===== src/hw/dsi3_sync_pkg.sv =====
package dsi3_sync_pkg;

    // number of DSI3 bus channels sharing one SYNCB line
    parameter int DSI3_CHANNELS = 4;

    // width of the SYNCB low pulse, in 1 us ticks
    parameter int SYNC_PULSE_US_DEFAULT = 3;

    // ticks a channel may wait at its sync point before it flags an error
    parameter int SYNC_TIMEOUT_US_DEFAULT = 20;

    // one bit per channel that has to start together
    typedef logic [DSI3_CHANNELS-1:0] sync_channel_mask_t;

    // per-channel block FSM
    typedef enum logic [1:0] {
        SB_IDLE       = 2'b00,
        SB_REGISTERED = 2'b01,
        SB_WAITING    = 2'b10
    } sync_block_state_e;

    // SYNCB pulse generator FSM
    typedef enum logic {
        SM_IDLE  = 1'b0,
        SM_PULSE = 1'b1
    } sync_master_state_e;

endpackage

===== src/hw/synchronization_if.sv =====
`timescale 1ns/1ns

interface synchronization_if #(
    parameter int P_CHANNELS = dsi3_sync_pkg::DSI3_CHANNELS
) ();

    // latched mask, top bit marks an active registration
    logic [P_CHANNELS:0] registered_channels;
    // channel has reached its sync point
    logic                waiting;
    // synchronized SYNCB falling edge, one cycle
    logic                fire_seen;
    // 1 us time base for the wait timeout
    logic                timeout_tick;

    modport block (
        output registered_channels,
        output waiting,
        input  fire_seen,
        input  timeout_tick
    );

    modport manager (
        input  registered_channels,
        input  waiting,
        output fire_seen,
        output timeout_tick
    );

endinterface


===== src/hw/synchronization_manager.sv =====
`timescale 1ns/1ns

module synchronization_manager #(
    parameter int P_CHANNELS   = dsi3_sync_pkg::DSI3_CHANNELS,
    parameter int P_PULSE_US   = dsi3_sync_pkg::SYNC_PULSE_US_DEFAULT,
    parameter int P_TIMEOUT_US = dsi3_sync_pkg::SYNC_TIMEOUT_US_DEFAULT
) (
    input  logic                                 i_clk,
    input  logic                                 i_arst_n,
    input  logic [P_CHANNELS-1:0]                i_register_sync,
    input  logic [P_CHANNELS-1:0]                i_channel_waiting,
    input  logic [P_CHANNELS-1:0][P_CHANNELS-1:0] i_sync_mask,
    input  logic                                 i_sync_master,
    input  logic                                 i_tick_1us,
    input  logic                                 i_syncb_pad_in,
    output logic                                 o_syncb_pad_out,
    output logic                                 o_syncb_pad_oe,
    output logic                                 o_syncb_pad_pd,
    output logic [P_CHANNELS-1:0]                o_sync_start,
    output logic [P_CHANNELS-1:0]                o_sync_error,
    output logic                                 o_syncb
);

    logic [P_CHANNELS-1:0] chan_waiting;
    logic [P_CHANNELS-1:0] fire_per_channel;
    logic                  fire;
    logic                  syncb_out;
    logic                  syncb_level;
    logic                  syncb_fall;

    for (genvar c = 0; c < P_CHANNELS; c++) begin : g_channel
        synchronization_if #(
            .P_CHANNELS (P_CHANNELS)
        ) sync_if ();

        // every block sees the same edge and time base
        assign sync_if.fire_seen    = syncb_fall;
        assign sync_if.timeout_tick = i_tick_1us;

        assign chan_waiting[c] = sync_if.waiting;

        // channel c is registered and waiting, and so is everyone in its mask
        assign fire_per_channel[c] = sync_if.registered_channels[P_CHANNELS]
                                   & chan_waiting[c]
                                   & (&(~sync_if.registered_channels[P_CHANNELS-1:0]
                                        | chan_waiting));

        synchronization_manager_block #(
            .P_CHANNELS   (P_CHANNELS),
            .P_TIMEOUT_US (P_TIMEOUT_US)
        ) u_block (
            .i_clk             (i_clk),
            .i_arst_n          (i_arst_n),
            .i_register_sync   (i_register_sync[c]),
            .i_sync_mask       (i_sync_mask[c]),
            .i_channel_waiting (i_channel_waiting[c]),
            .sync              (sync_if),
            .o_sync_start      (o_sync_start[c]),
            .o_sync_error      (o_sync_error[c])
        );
    end

    assign fire = |fire_per_channel;

    // the pad is sampled in master and slave mode alike
    syncb_input_synchronizer u_syncb_sync (
        .i_clk    (i_clk),
        .i_arst_n (i_arst_n),
        .i_in     (i_syncb_pad_in),
        .o_level  (syncb_level),
        .o_fall   (syncb_fall)
    );

    dsi3_sync_master #(
        .P_PULSE_US (P_PULSE_US)
    ) u_sync_master (
        .i_clk         (i_clk),
        .i_arst_n      (i_arst_n),
        .i_fire        (fire),
        .i_tick_1us    (i_tick_1us),
        .i_sync_master (i_sync_master),
        .o_syncb_out   (syncb_out)
    );

    // master drives the line, a slave only listens with the pull-down on
    assign o_syncb_pad_out = syncb_out;
    assign o_syncb_pad_oe  = i_sync_master;
    assign o_syncb_pad_pd  = ~i_sync_master;

    assign o_syncb = syncb_level;

endmodule


===== src/hw/dsi3_sync_master.sv =====
`timescale 1ns/1ns

module dsi3_sync_master #(
    parameter int P_PULSE_US = dsi3_sync_pkg::SYNC_PULSE_US_DEFAULT
) (
    input  logic i_clk,
    input  logic i_arst_n,
    input  logic i_fire,
    input  logic i_tick_1us,
    input  logic i_sync_master,
    output logic o_syncb_out
);

    localparam int L_CNT_W = $clog2(P_PULSE_US + 1);

    dsi3_sync_pkg::sync_master_state_e state_q;

    logic [L_CNT_W-1:0] pulse_cnt_q;
    logic               pulse_done;

    assign pulse_done = i_tick_1us && (pulse_cnt_q == L_CNT_W'(P_PULSE_US - 1));

    always_ff @(posedge i_clk or negedge i_arst_n) begin
        if (!i_arst_n) begin
            state_q     <= dsi3_sync_pkg::SM_IDLE;
            pulse_cnt_q <= '0;
        end else begin
            case (state_q)
                dsi3_sync_pkg::SM_IDLE: begin
                    // only a sync master may pull the line
                    if (i_fire && i_sync_master) begin
                        pulse_cnt_q <= '0;
                        state_q     <= dsi3_sync_pkg::SM_PULSE;
                    end
                end
                dsi3_sync_pkg::SM_PULSE: begin
                    // further fire requests are dropped until the pulse ends
                    if (pulse_done) begin
                        state_q <= dsi3_sync_pkg::SM_IDLE;
                    end else if (i_tick_1us) begin
                        pulse_cnt_q <= pulse_cnt_q + 1'b1;
                    end
                end
                default: begin
                    state_q <= dsi3_sync_pkg::SM_IDLE;
                end
            endcase
        end
    end

    // line is low for the whole pulse, straight from the state flop
    assign o_syncb_out = (state_q == dsi3_sync_pkg::SM_IDLE);

endmodule


===== src/hw/syncb_input_synchronizer.sv =====
`timescale 1ns/1ns

module syncb_input_synchronizer (
    input  logic i_clk,
    input  logic i_arst_n,
    input  logic i_in,
    output logic o_level,
    output logic o_fall
);

    // SYNCB idles high, so all stages come out of reset high
    logic [1:0] sync_q;
    logic       level_d_q;
    logic       fall_q;

    always_ff @(posedge i_clk or negedge i_arst_n) begin
        if (!i_arst_n) begin
            sync_q    <= 2'b11;
            level_d_q <= 1'b1;
            fall_q    <= 1'b0;
        end else begin
            sync_q    <= {sync_q[0], i_in};
            level_d_q <= sync_q[1];
            // high to low on the synchronized level
            fall_q    <= level_d_q & ~sync_q[1];
        end
    end

    assign o_level = sync_q[1];
    assign o_fall  = fall_q;

endmodule


===== src/hw/synchronization_manager_block.sv =====
`timescale 1ns/1ns

module synchronization_manager_block #(
    parameter int P_CHANNELS   = dsi3_sync_pkg::DSI3_CHANNELS,
    parameter int P_TIMEOUT_US = dsi3_sync_pkg::SYNC_TIMEOUT_US_DEFAULT
) (
    input  logic                  i_clk,
    input  logic                  i_arst_n,
    input  logic                  i_register_sync,
    input  logic [P_CHANNELS-1:0] i_sync_mask,
    input  logic                  i_channel_waiting,
    synchronization_if.block      sync,
    output logic                  o_sync_start,
    output logic                  o_sync_error
);

    localparam int L_CNT_W = $clog2(P_TIMEOUT_US + 1);

    dsi3_sync_pkg::sync_block_state_e state_q;

    logic [P_CHANNELS:0] mask_q;
    logic [L_CNT_W-1:0]  tick_cnt_q;
    logic                start_q;
    logic                error_q;
    logic                reg_error;
    logic                timeout_hit;

    // a new registration is only accepted in idle
    assign reg_error = i_register_sync && (state_q != dsi3_sync_pkg::SB_IDLE);

    // last tick of the wait window, a SYNCB edge in the same cycle wins
    assign timeout_hit = (state_q == dsi3_sync_pkg::SB_WAITING) && !sync.fire_seen
                         && sync.timeout_tick
                         && (tick_cnt_q == L_CNT_W'(P_TIMEOUT_US - 1));

    always_ff @(posedge i_clk or negedge i_arst_n) begin
        if (!i_arst_n) begin
            state_q    <= dsi3_sync_pkg::SB_IDLE;
            mask_q     <= '0;
            tick_cnt_q <= '0;
            start_q    <= 1'b0;
            error_q    <= 1'b0;
        end else begin
            start_q <= 1'b0;
            error_q <= reg_error || timeout_hit;
            case (state_q)
                dsi3_sync_pkg::SB_IDLE: begin
                    if (i_register_sync) begin
                        mask_q  <= {1'b1, i_sync_mask};
                        state_q <= dsi3_sync_pkg::SB_REGISTERED;
                    end
                end
                dsi3_sync_pkg::SB_REGISTERED: begin
                    if (i_channel_waiting) begin
                        tick_cnt_q <= '0;
                        state_q    <= dsi3_sync_pkg::SB_WAITING;
                    end
                end
                dsi3_sync_pkg::SB_WAITING: begin
                    if (sync.fire_seen) begin
                        start_q <= 1'b1;
                        mask_q  <= '0;
                        state_q <= dsi3_sync_pkg::SB_IDLE;
                    end else if (timeout_hit) begin
                        mask_q  <= '0;
                        state_q <= dsi3_sync_pkg::SB_IDLE;
                    end else if (sync.timeout_tick) begin
                        tick_cnt_q <= tick_cnt_q + 1'b1;
                    end
                end
                default: begin
                    state_q <= dsi3_sync_pkg::SB_IDLE;
                end
            endcase
        end
    end

    assign sync.registered_channels = mask_q;
    assign sync.waiting             = (state_q == dsi3_sync_pkg::SB_WAITING);

    assign o_sync_start = start_q;
    assign o_sync_error = error_q;

endmodule


===== config.mk =====
export PLATFORM = sky130hd
export DESIGN_NAME = synchronization_manager
export DESIGN_NICKNAME = d
export VERILOG_FILES = /design/src/hw/dsi3_sync_pkg.sv /design/src/hw/synchronization_if.sv /design/src/hw/synchronization_manager.sv /design/src/hw/dsi3_sync_master.sv /design/src/hw/syncb_input_synchronizer.sv /design/src/hw/synchronization_manager_block.sv
export SDC_FILE = /design/constraint.sdc
export NUM_CORES = 1
export LEC_CHECK = 0
export BUFFER_PORTS_ARGS = -buffer_cell sky130_fd_sc_hd__buf_2
export CORE_MARGIN = 5
export CORE_UTILIZATION = 60
export DETAILED_ROUTE_END_ITERATION = 16
export PLACE_DENSITY_LB_ADDON = 0.3
export SYNTH_ARGS = -nofsm -noshare
export SYNTH_HDL_FRONTEND = slang
export SYNTH_SLANG_ARGS = --single-unit
export TNS_END_PERCENT = 10

===== constraint.sdc =====
create_clock -name i_clk -period 3.24 [get_ports i_clk]
set_clock_uncertainty 0.05 [all_clocks]
set_input_delay 0.486 -clock i_clk [delete_from_list [all_inputs] [get_ports i_clk]]
set_output_delay 0.486 -clock i_clk [all_outputs]
set_load 0.03 [all_outputs]

==> flow_summary.toml, run 1 <==
[synthesis]
synth_top_family_by_area = "simple AND/OR/NAND/NOR gates"
synth_cells = 263
syn_area_mm2 = 0.00275
synth_compound_area_share_pct = 15.3
synth-xor-area-share_pct = 1.91
ys_top_cells_by_area = "dfrtp_1, nor2_1, a22o_1"
ys.flop_type = "dfrtp_1"
yosysUniqueCellTypes = 38
syn-num-nets = 297
seq_area_frac_synth_pct = 53.8
synth_seq_cells = 59
synth_top_area_share_pct = 50.9
synth-simple-area-share_pct = 18.7
synth-async-reset-ratio_pct = 100
ys_warn_count = 0
synthAdderAreaFrac_pct = 2.27
avgSynthCellArea_um2 = 10.5
yosysTopAreaCell = "dfrtp_1"
synthMuxAreaShare_pct = 2.95
synth_edf_count = 0

[clocking]
clk_latency_ps = 340
postCtsResizedCells = 0
cts_sinks = 59
cts_buffers = 9
h-tree-depth = 3
root_buffer = "clkbuf_8"
cts_hold_buffers = 0
clk_pin_slew_ps = 70
cts_setup_buffers = 0
cts.path.max_buffers = 2
cts_tree = "yes"

[global_routing]
grt_pass1_wl_um = 9320
antenna_found_initial = 0
grt_pass1_vias = 2000
grtUsageTotal_pct = 19.7
overflow = 0
grt_max_degree = 31

[setup_path]
crit_path_top_delay_cell = "dfrtp_1"
worst_ep_required_time_ps = 3400
critPathKind = "flip-flop to flip-flop"
crit_arrival_ps = 2190
cp-end-kind = "flip-flop"
crit_start = "u_syncb_sync.o_fall"
cpPeakStageDelay_ps = 550
path_cells = "nand2b_1 > a211oi_2 > nand4_1 > nand3_1 > o21ai_0"
worstSetupStartpointType = "flip-flop"
crit_fanout = 13
rr_startpoint = "u_syncb_sync.o_fall"
r2r_cells = 5
r2r-end = "g_channel[1].u_block.tick_cnt_q[3]"
r2r_setup_slack_ps = 1210

[final_layout]
fillers = 319
area_growth_pct = 15.6
final_area_mm2 = 0.00318
final_cell_mix = "dfrtp_1, nor2_1, buf_2"
final_common_cell = "dfrtp_1"
layout.nets = 333
drive_gt1_share_pct = 20.7
num_antenna_cells = 0

[sta]
post-route-min-period_ps = 2030
tightest_slew_ps = 668
post-route-period-util_pct = 62.6
finalMaxSlewViolations = 0
setup_viol = 0
setup_tns_ps = 0
hold_violations = 0
max_freq_mhz = 493
relSlewSlack_pct = 55.5
rsz0062_at_grt = "false"

[place]
io_buffer_count = 36
hpwl_um = 3780
gp_congestion = 0.784
placed_area_mm2 = 0.00292

[drt]
ant_nets = 0
drtIter0Drc = 67
firstDrtPassIters = 4
drc = 0
vias = 2024
avgViaCountPerCell = 5.69
drt_wl_total_um = 5410
wl_per_cell_um = 15.2

[power_and_ir_drop]
power_leakage_nw = 1.56
irDropWorstVdd_mv = 0.505
p_per_area_mw_per_mm2 = 885

[floorplanning]
fp.dieW_um = 77.7
core_area_mm2 = 0.00441
die_area_mm2 = 0.00604
die_y_um = 77.7
pin_count = 41
initial_core_util_pct = 62.4
rows = 24

[status]
run_status = "complete, no violations"

[flow_run]
drv_cap = 0

[worst_hold_path]
min_path_type = "primary input to async pin"
worst max-delay path: cells and delay by family, from the launching register on:
family           cells  cell delay [ps]
AO/OA/AOI/OAI        2              620
flip-flops           1              550
AND/OR/NAND/NOR      3              680
sequential cells by signal, summed over array words and instances, names as in the netlist:
register and flops:
g_channel.u_block.o_sync_start 4, g_channel.u_block.sync.registered_channels 16, u_syncb_sync.sync_q 2, g_channel.u_block.state_q 8, u_syncb_sync.o_fall 1, u_syncb_sync.level_d_q 1
g_channel.u_block.o_sync_error 4, g_channel.u_block.tick_cnt_q 20, u_sync_master.state_q 1, u_sync_master.pulse_cnt_q 2
layout make-up:
| class | count | area [um^2] | share of cell area (%) |
|---|---|---|---|
| clock buffer | 12 | 165 | 5.19 |
| inverter | 15 | 56.3 | 1.77 |
| timing repair buffer | 37 | 188 | 5.90 |
| tap | 52 | 65.1 | 2.04 |
| clock inverter | 4 | 95.1 | 2.99 |
| multi-input combinational | 177 | 1130 | 35.6 |
| sequential | 59 | 1480 | 46.5 |
worst max-delay path by stage:
| stage | cells past startpoint | endpoint |
|---|---|---|
| after floorplan | 6 | g_channel[3].u_block.tick_cnt_q[0] |
| after global placement | 6 | g_channel[1].u_block.tick_cnt_q[3] |
| after detailed placement | 6 | g_channel[1].u_block.tick_cnt_q[3] |
| after CTS | 5 | g_channel[1].u_block.tick_cnt_q[3] |
| after global routing | 5 | g_channel[1].u_block.tick_cnt_q[3] |
| final | 5 | g_channel[1].u_block.tick_cnt_q[3] |
power by group:
group	total (mW)	switching [mW]	internal, mW
logic	0.755	0.417	0.338
registers	1.20	0.218	0.984
clock network	0.858	0.285	0.573
metal layers:
metal	track usage (%)	part of all wire (%)
met1	24.7	44
met2	30.5	47
met3	7.87	6.6
met4	7.73	2.1
met5	0	0
synthesized netlist by cell type (all sizes together), types with 2 or more instances:
master and count:
nand2 14, xor2 6, nand3 13, o31ai 4, dfrtp 56, nor3 3
a21o 5, nand3b 4, nand2b 6, buf 11, a22o 13, o32ai 2
nor2b 4, a22oi 5, a21oi 5, mux2i 7, a211oi 5, ha 5
o21ai 9, nand4 7, and2 5, or2 2, and4 2, a211o 3
dfstp 3, nor2 41, inv 15
cells by family after synthesis:
group | count (synthesis)
buf+inv | 27
simple gates | 104
mux | 8
xor+xnor | 6
fa+ha+maj | 5
flops | 59
compound gates | 54
through the flow:
step | power [mW] | instances | util, % | hold slack, ps | setup WS, ps
after floorplan | 1.78 | 263 | - | 140 | 1460
after global placement | 1.93 | 340 | 66.2 | 296 | 1250
after detailed placement | 1.96 | 340 | 66.2 | 299 | 1240
after CTS | 2.84 | 356 | 72.1 | 138 | 1220
after global routing | 3.01 | 356 | 72.1 | 164 | 1090
final | 2.82 | 356 | 72.1 | 126 | 1210
Note: power is estimated with default switching activity, not from simulation.
==> run 2: changes to the inputs <==
Settings changed: CORE_UTILIZATION 60 to 56.
Clock period 3.24 ns to 2.1 ns, I/O delays scaled along.
==> flow_summary.toml, run 2 (synthesis gave the netlist of run 1 again) <==
[sta]
tightest_slew_ps = 352
fin_ws_ps = 150
relSlewSlack_pct = 76.6
hold_violations = 0
setup_tns_ps = 0
rsz0062_at_grt = "false"
setup_viol = 0
post-route-period-util_pct = 92.8
post-route-min-period_ps = 1950
finalMaxSlewViolations = 0
max_freq_mhz = 513

[power_and_ir_drop]
power_leakage_nw = 1.54
swShare_pct = 34.9
p_per_area_mw_per_mm2 = 1270
irDropWorstVdd_mv = 0.709
seq_power_share_pct = 45.6
netSwitchingPower_mw = 1.41
power.internal_mw = 2.64
comb_power_share_pct = 29.4
power.total_mw = 4.05
clkPwrFrac_pct = 25.0

[drt]
ant_nets = 0
highest_layer = "met4"
vias = 2068
drtIter0Drc = 100
avgViaCountPerCell = 5.51
firstDrtPassIters = 4
drc = 0
wl_per_cell_um = 14.0
wl_met3_um = 300
drt_wl_total_um = 5260
wl_met1_um = 2450
wl_met2_um = 2390

[setup_path]
path_buf_inv = 1
cpPeakStageDelay_ps = 410
cp-end-kind = "flip-flop"
cp_top_family = "simple AND/OR/NAND/NOR gates"
path_cells = "ha_1 > nor2b_1 > and4b_1 > o31ai_4 > inv_1 > mux2_2"
worstSetupStartpointType = "flip-flop"
cp_num_cells = 6
r2r_cells = 6
crit_fanout = 6
worst_ep_required_time_ps = 2270
r2r_setup_slack_ps = 150
crit_arrival_ps = 2120
crit_path_top_delay_cell = "dfrtp_1"
critPathKind = "flip-flop to flip-flop"

[final_layout]
num_antenna_cells = 0
instances_no_fill = 375
drive_gt1_share_pct = 20.8
fillers = 377
top_register = "g_channel.u_block.tick_cnt_q"
area_growth_pct = 15.5
layout.nets = 337
final_common_cell = "dfrtp_1"
largest_reg_flops = 20
final_cell_mix = "dfrtp_1, nor2_1, buf_2"

[clocking]
cts_tree = "yes"
cts_hold_buffers = 1
clk_latency_ps = 330
cts_sinks = 59
postCtsResizedCells = 0
cts_buffers = 9
cts.path.max_buffers = 2
clk_pin_slew_ps = 70
root_buffer = "clkbuf_8"
cts_setup_buffers = 0
h-tree-depth = 3

[global_routing]
grt_max_degree = 60
grt_pass1_wl_um = 9280
grtUsageTotal_pct = 18.9
antenna_found_initial = 0
grt_pass1_vias = 1976
overflow = 0

[worst_hold_path]
min_path_type = "primary input to flip-flop"
hold_depth = 1

[flow_run]
drv_cap = 0

[floorplanning]
fp.dieW_um = 80.1
die_area_mm2 = 0.00642
core_area_mm2 = 0.00475
initial_core_util_pct = 57.9
die_y_um = 80.1
pin_count = 41
rows = 25

[place]
place_inst = 358
io_buffer_count = 36
hpwl_um = 3680
gp_congestion = 0.772
post-place-ws_ps = 158

[status]
run_status = "complete, no violations"
run 2: cell types whose count changed in the layout (fill, tap and decap cells not counted):
cell / before / now
clkbuf_1: 0 / 2
buf_12: 0 / 1
dlygate4sd3_1: 0 / 1
buf_4: 1 / 3
clkbuf_8: 12 / 10
clkinvlp_4: 0 / 2
bufinv_16: 3 / 1
run 2: per-stage QoR:
stage	area [um^2]	utilization [%]	hold WS, ps
after detailed placement	2980	62.6	291
after floorplan	2750	-	-30.6
after global routing	3180	66.9	8.54
after CTS	3180	66.9	13.4
final	3180	66.9	26.9
after global placement	2980	62.6	289
run 2: layer usage:
metal / track usage (%) / vias to the layer above
met4: 10.6 / 0
met3: 4.71 / 11
met5: 0 / -
met1: 24.6 / 1000
met2: 28.7 / 50
li1: - / 1007
run 2: path summary, 6_finish.rpt:
kind,to,startpoint
worst min register to register,u_syncb_sync.sync_q[1],u_syncb_sync.sync_q[0]
max in group asynchronous,u_syncb_sync.level_d_q,i_arst_n
worst min-delay path,u_syncb_sync.sync_q[0],i_syncb_pad_in
worst max-delay path,g_channel[3].u_block.tick_cnt_q[0],g_channel[3].u_block.tick_cnt_q[0]
min in group asynchronous,g_channel[0].u_block.tick_cnt_q[4],i_arst_n
worst max register to register,g_channel[3].u_block.tick_cnt_q[0],g_channel[3].u_block.tick_cnt_q[0]
run 2: area by class of cell:
type | count | area (um^2) | share of cell area [%]
Sequential cell | 59 | 1480 | 46.5
Inverter | 15 | 56.3 | 1.77
Clock buffer | 12 | 145 | 4.56
Clock inverter | 4 | 50.0 | 1.57
Multi-Input combinational cell | 177 | 1130 | 35.6
Timing Repair Buffer | 41 | 233 | 7.32
Tap cell | 67 | 83.8 | 2.64
run 2: power groups by stage:
stage                     Clock [mW]  Sequential, mW  Combinational, mW
after floorplan                    0            1.77              0.984
after global placement             0            1.85               1.15
after detailed placement           0            1.86               1.20
after CTS                       1.03            1.84               1.21
after global routing            1.10            1.91               1.34
final                           1.01            1.85               1.19
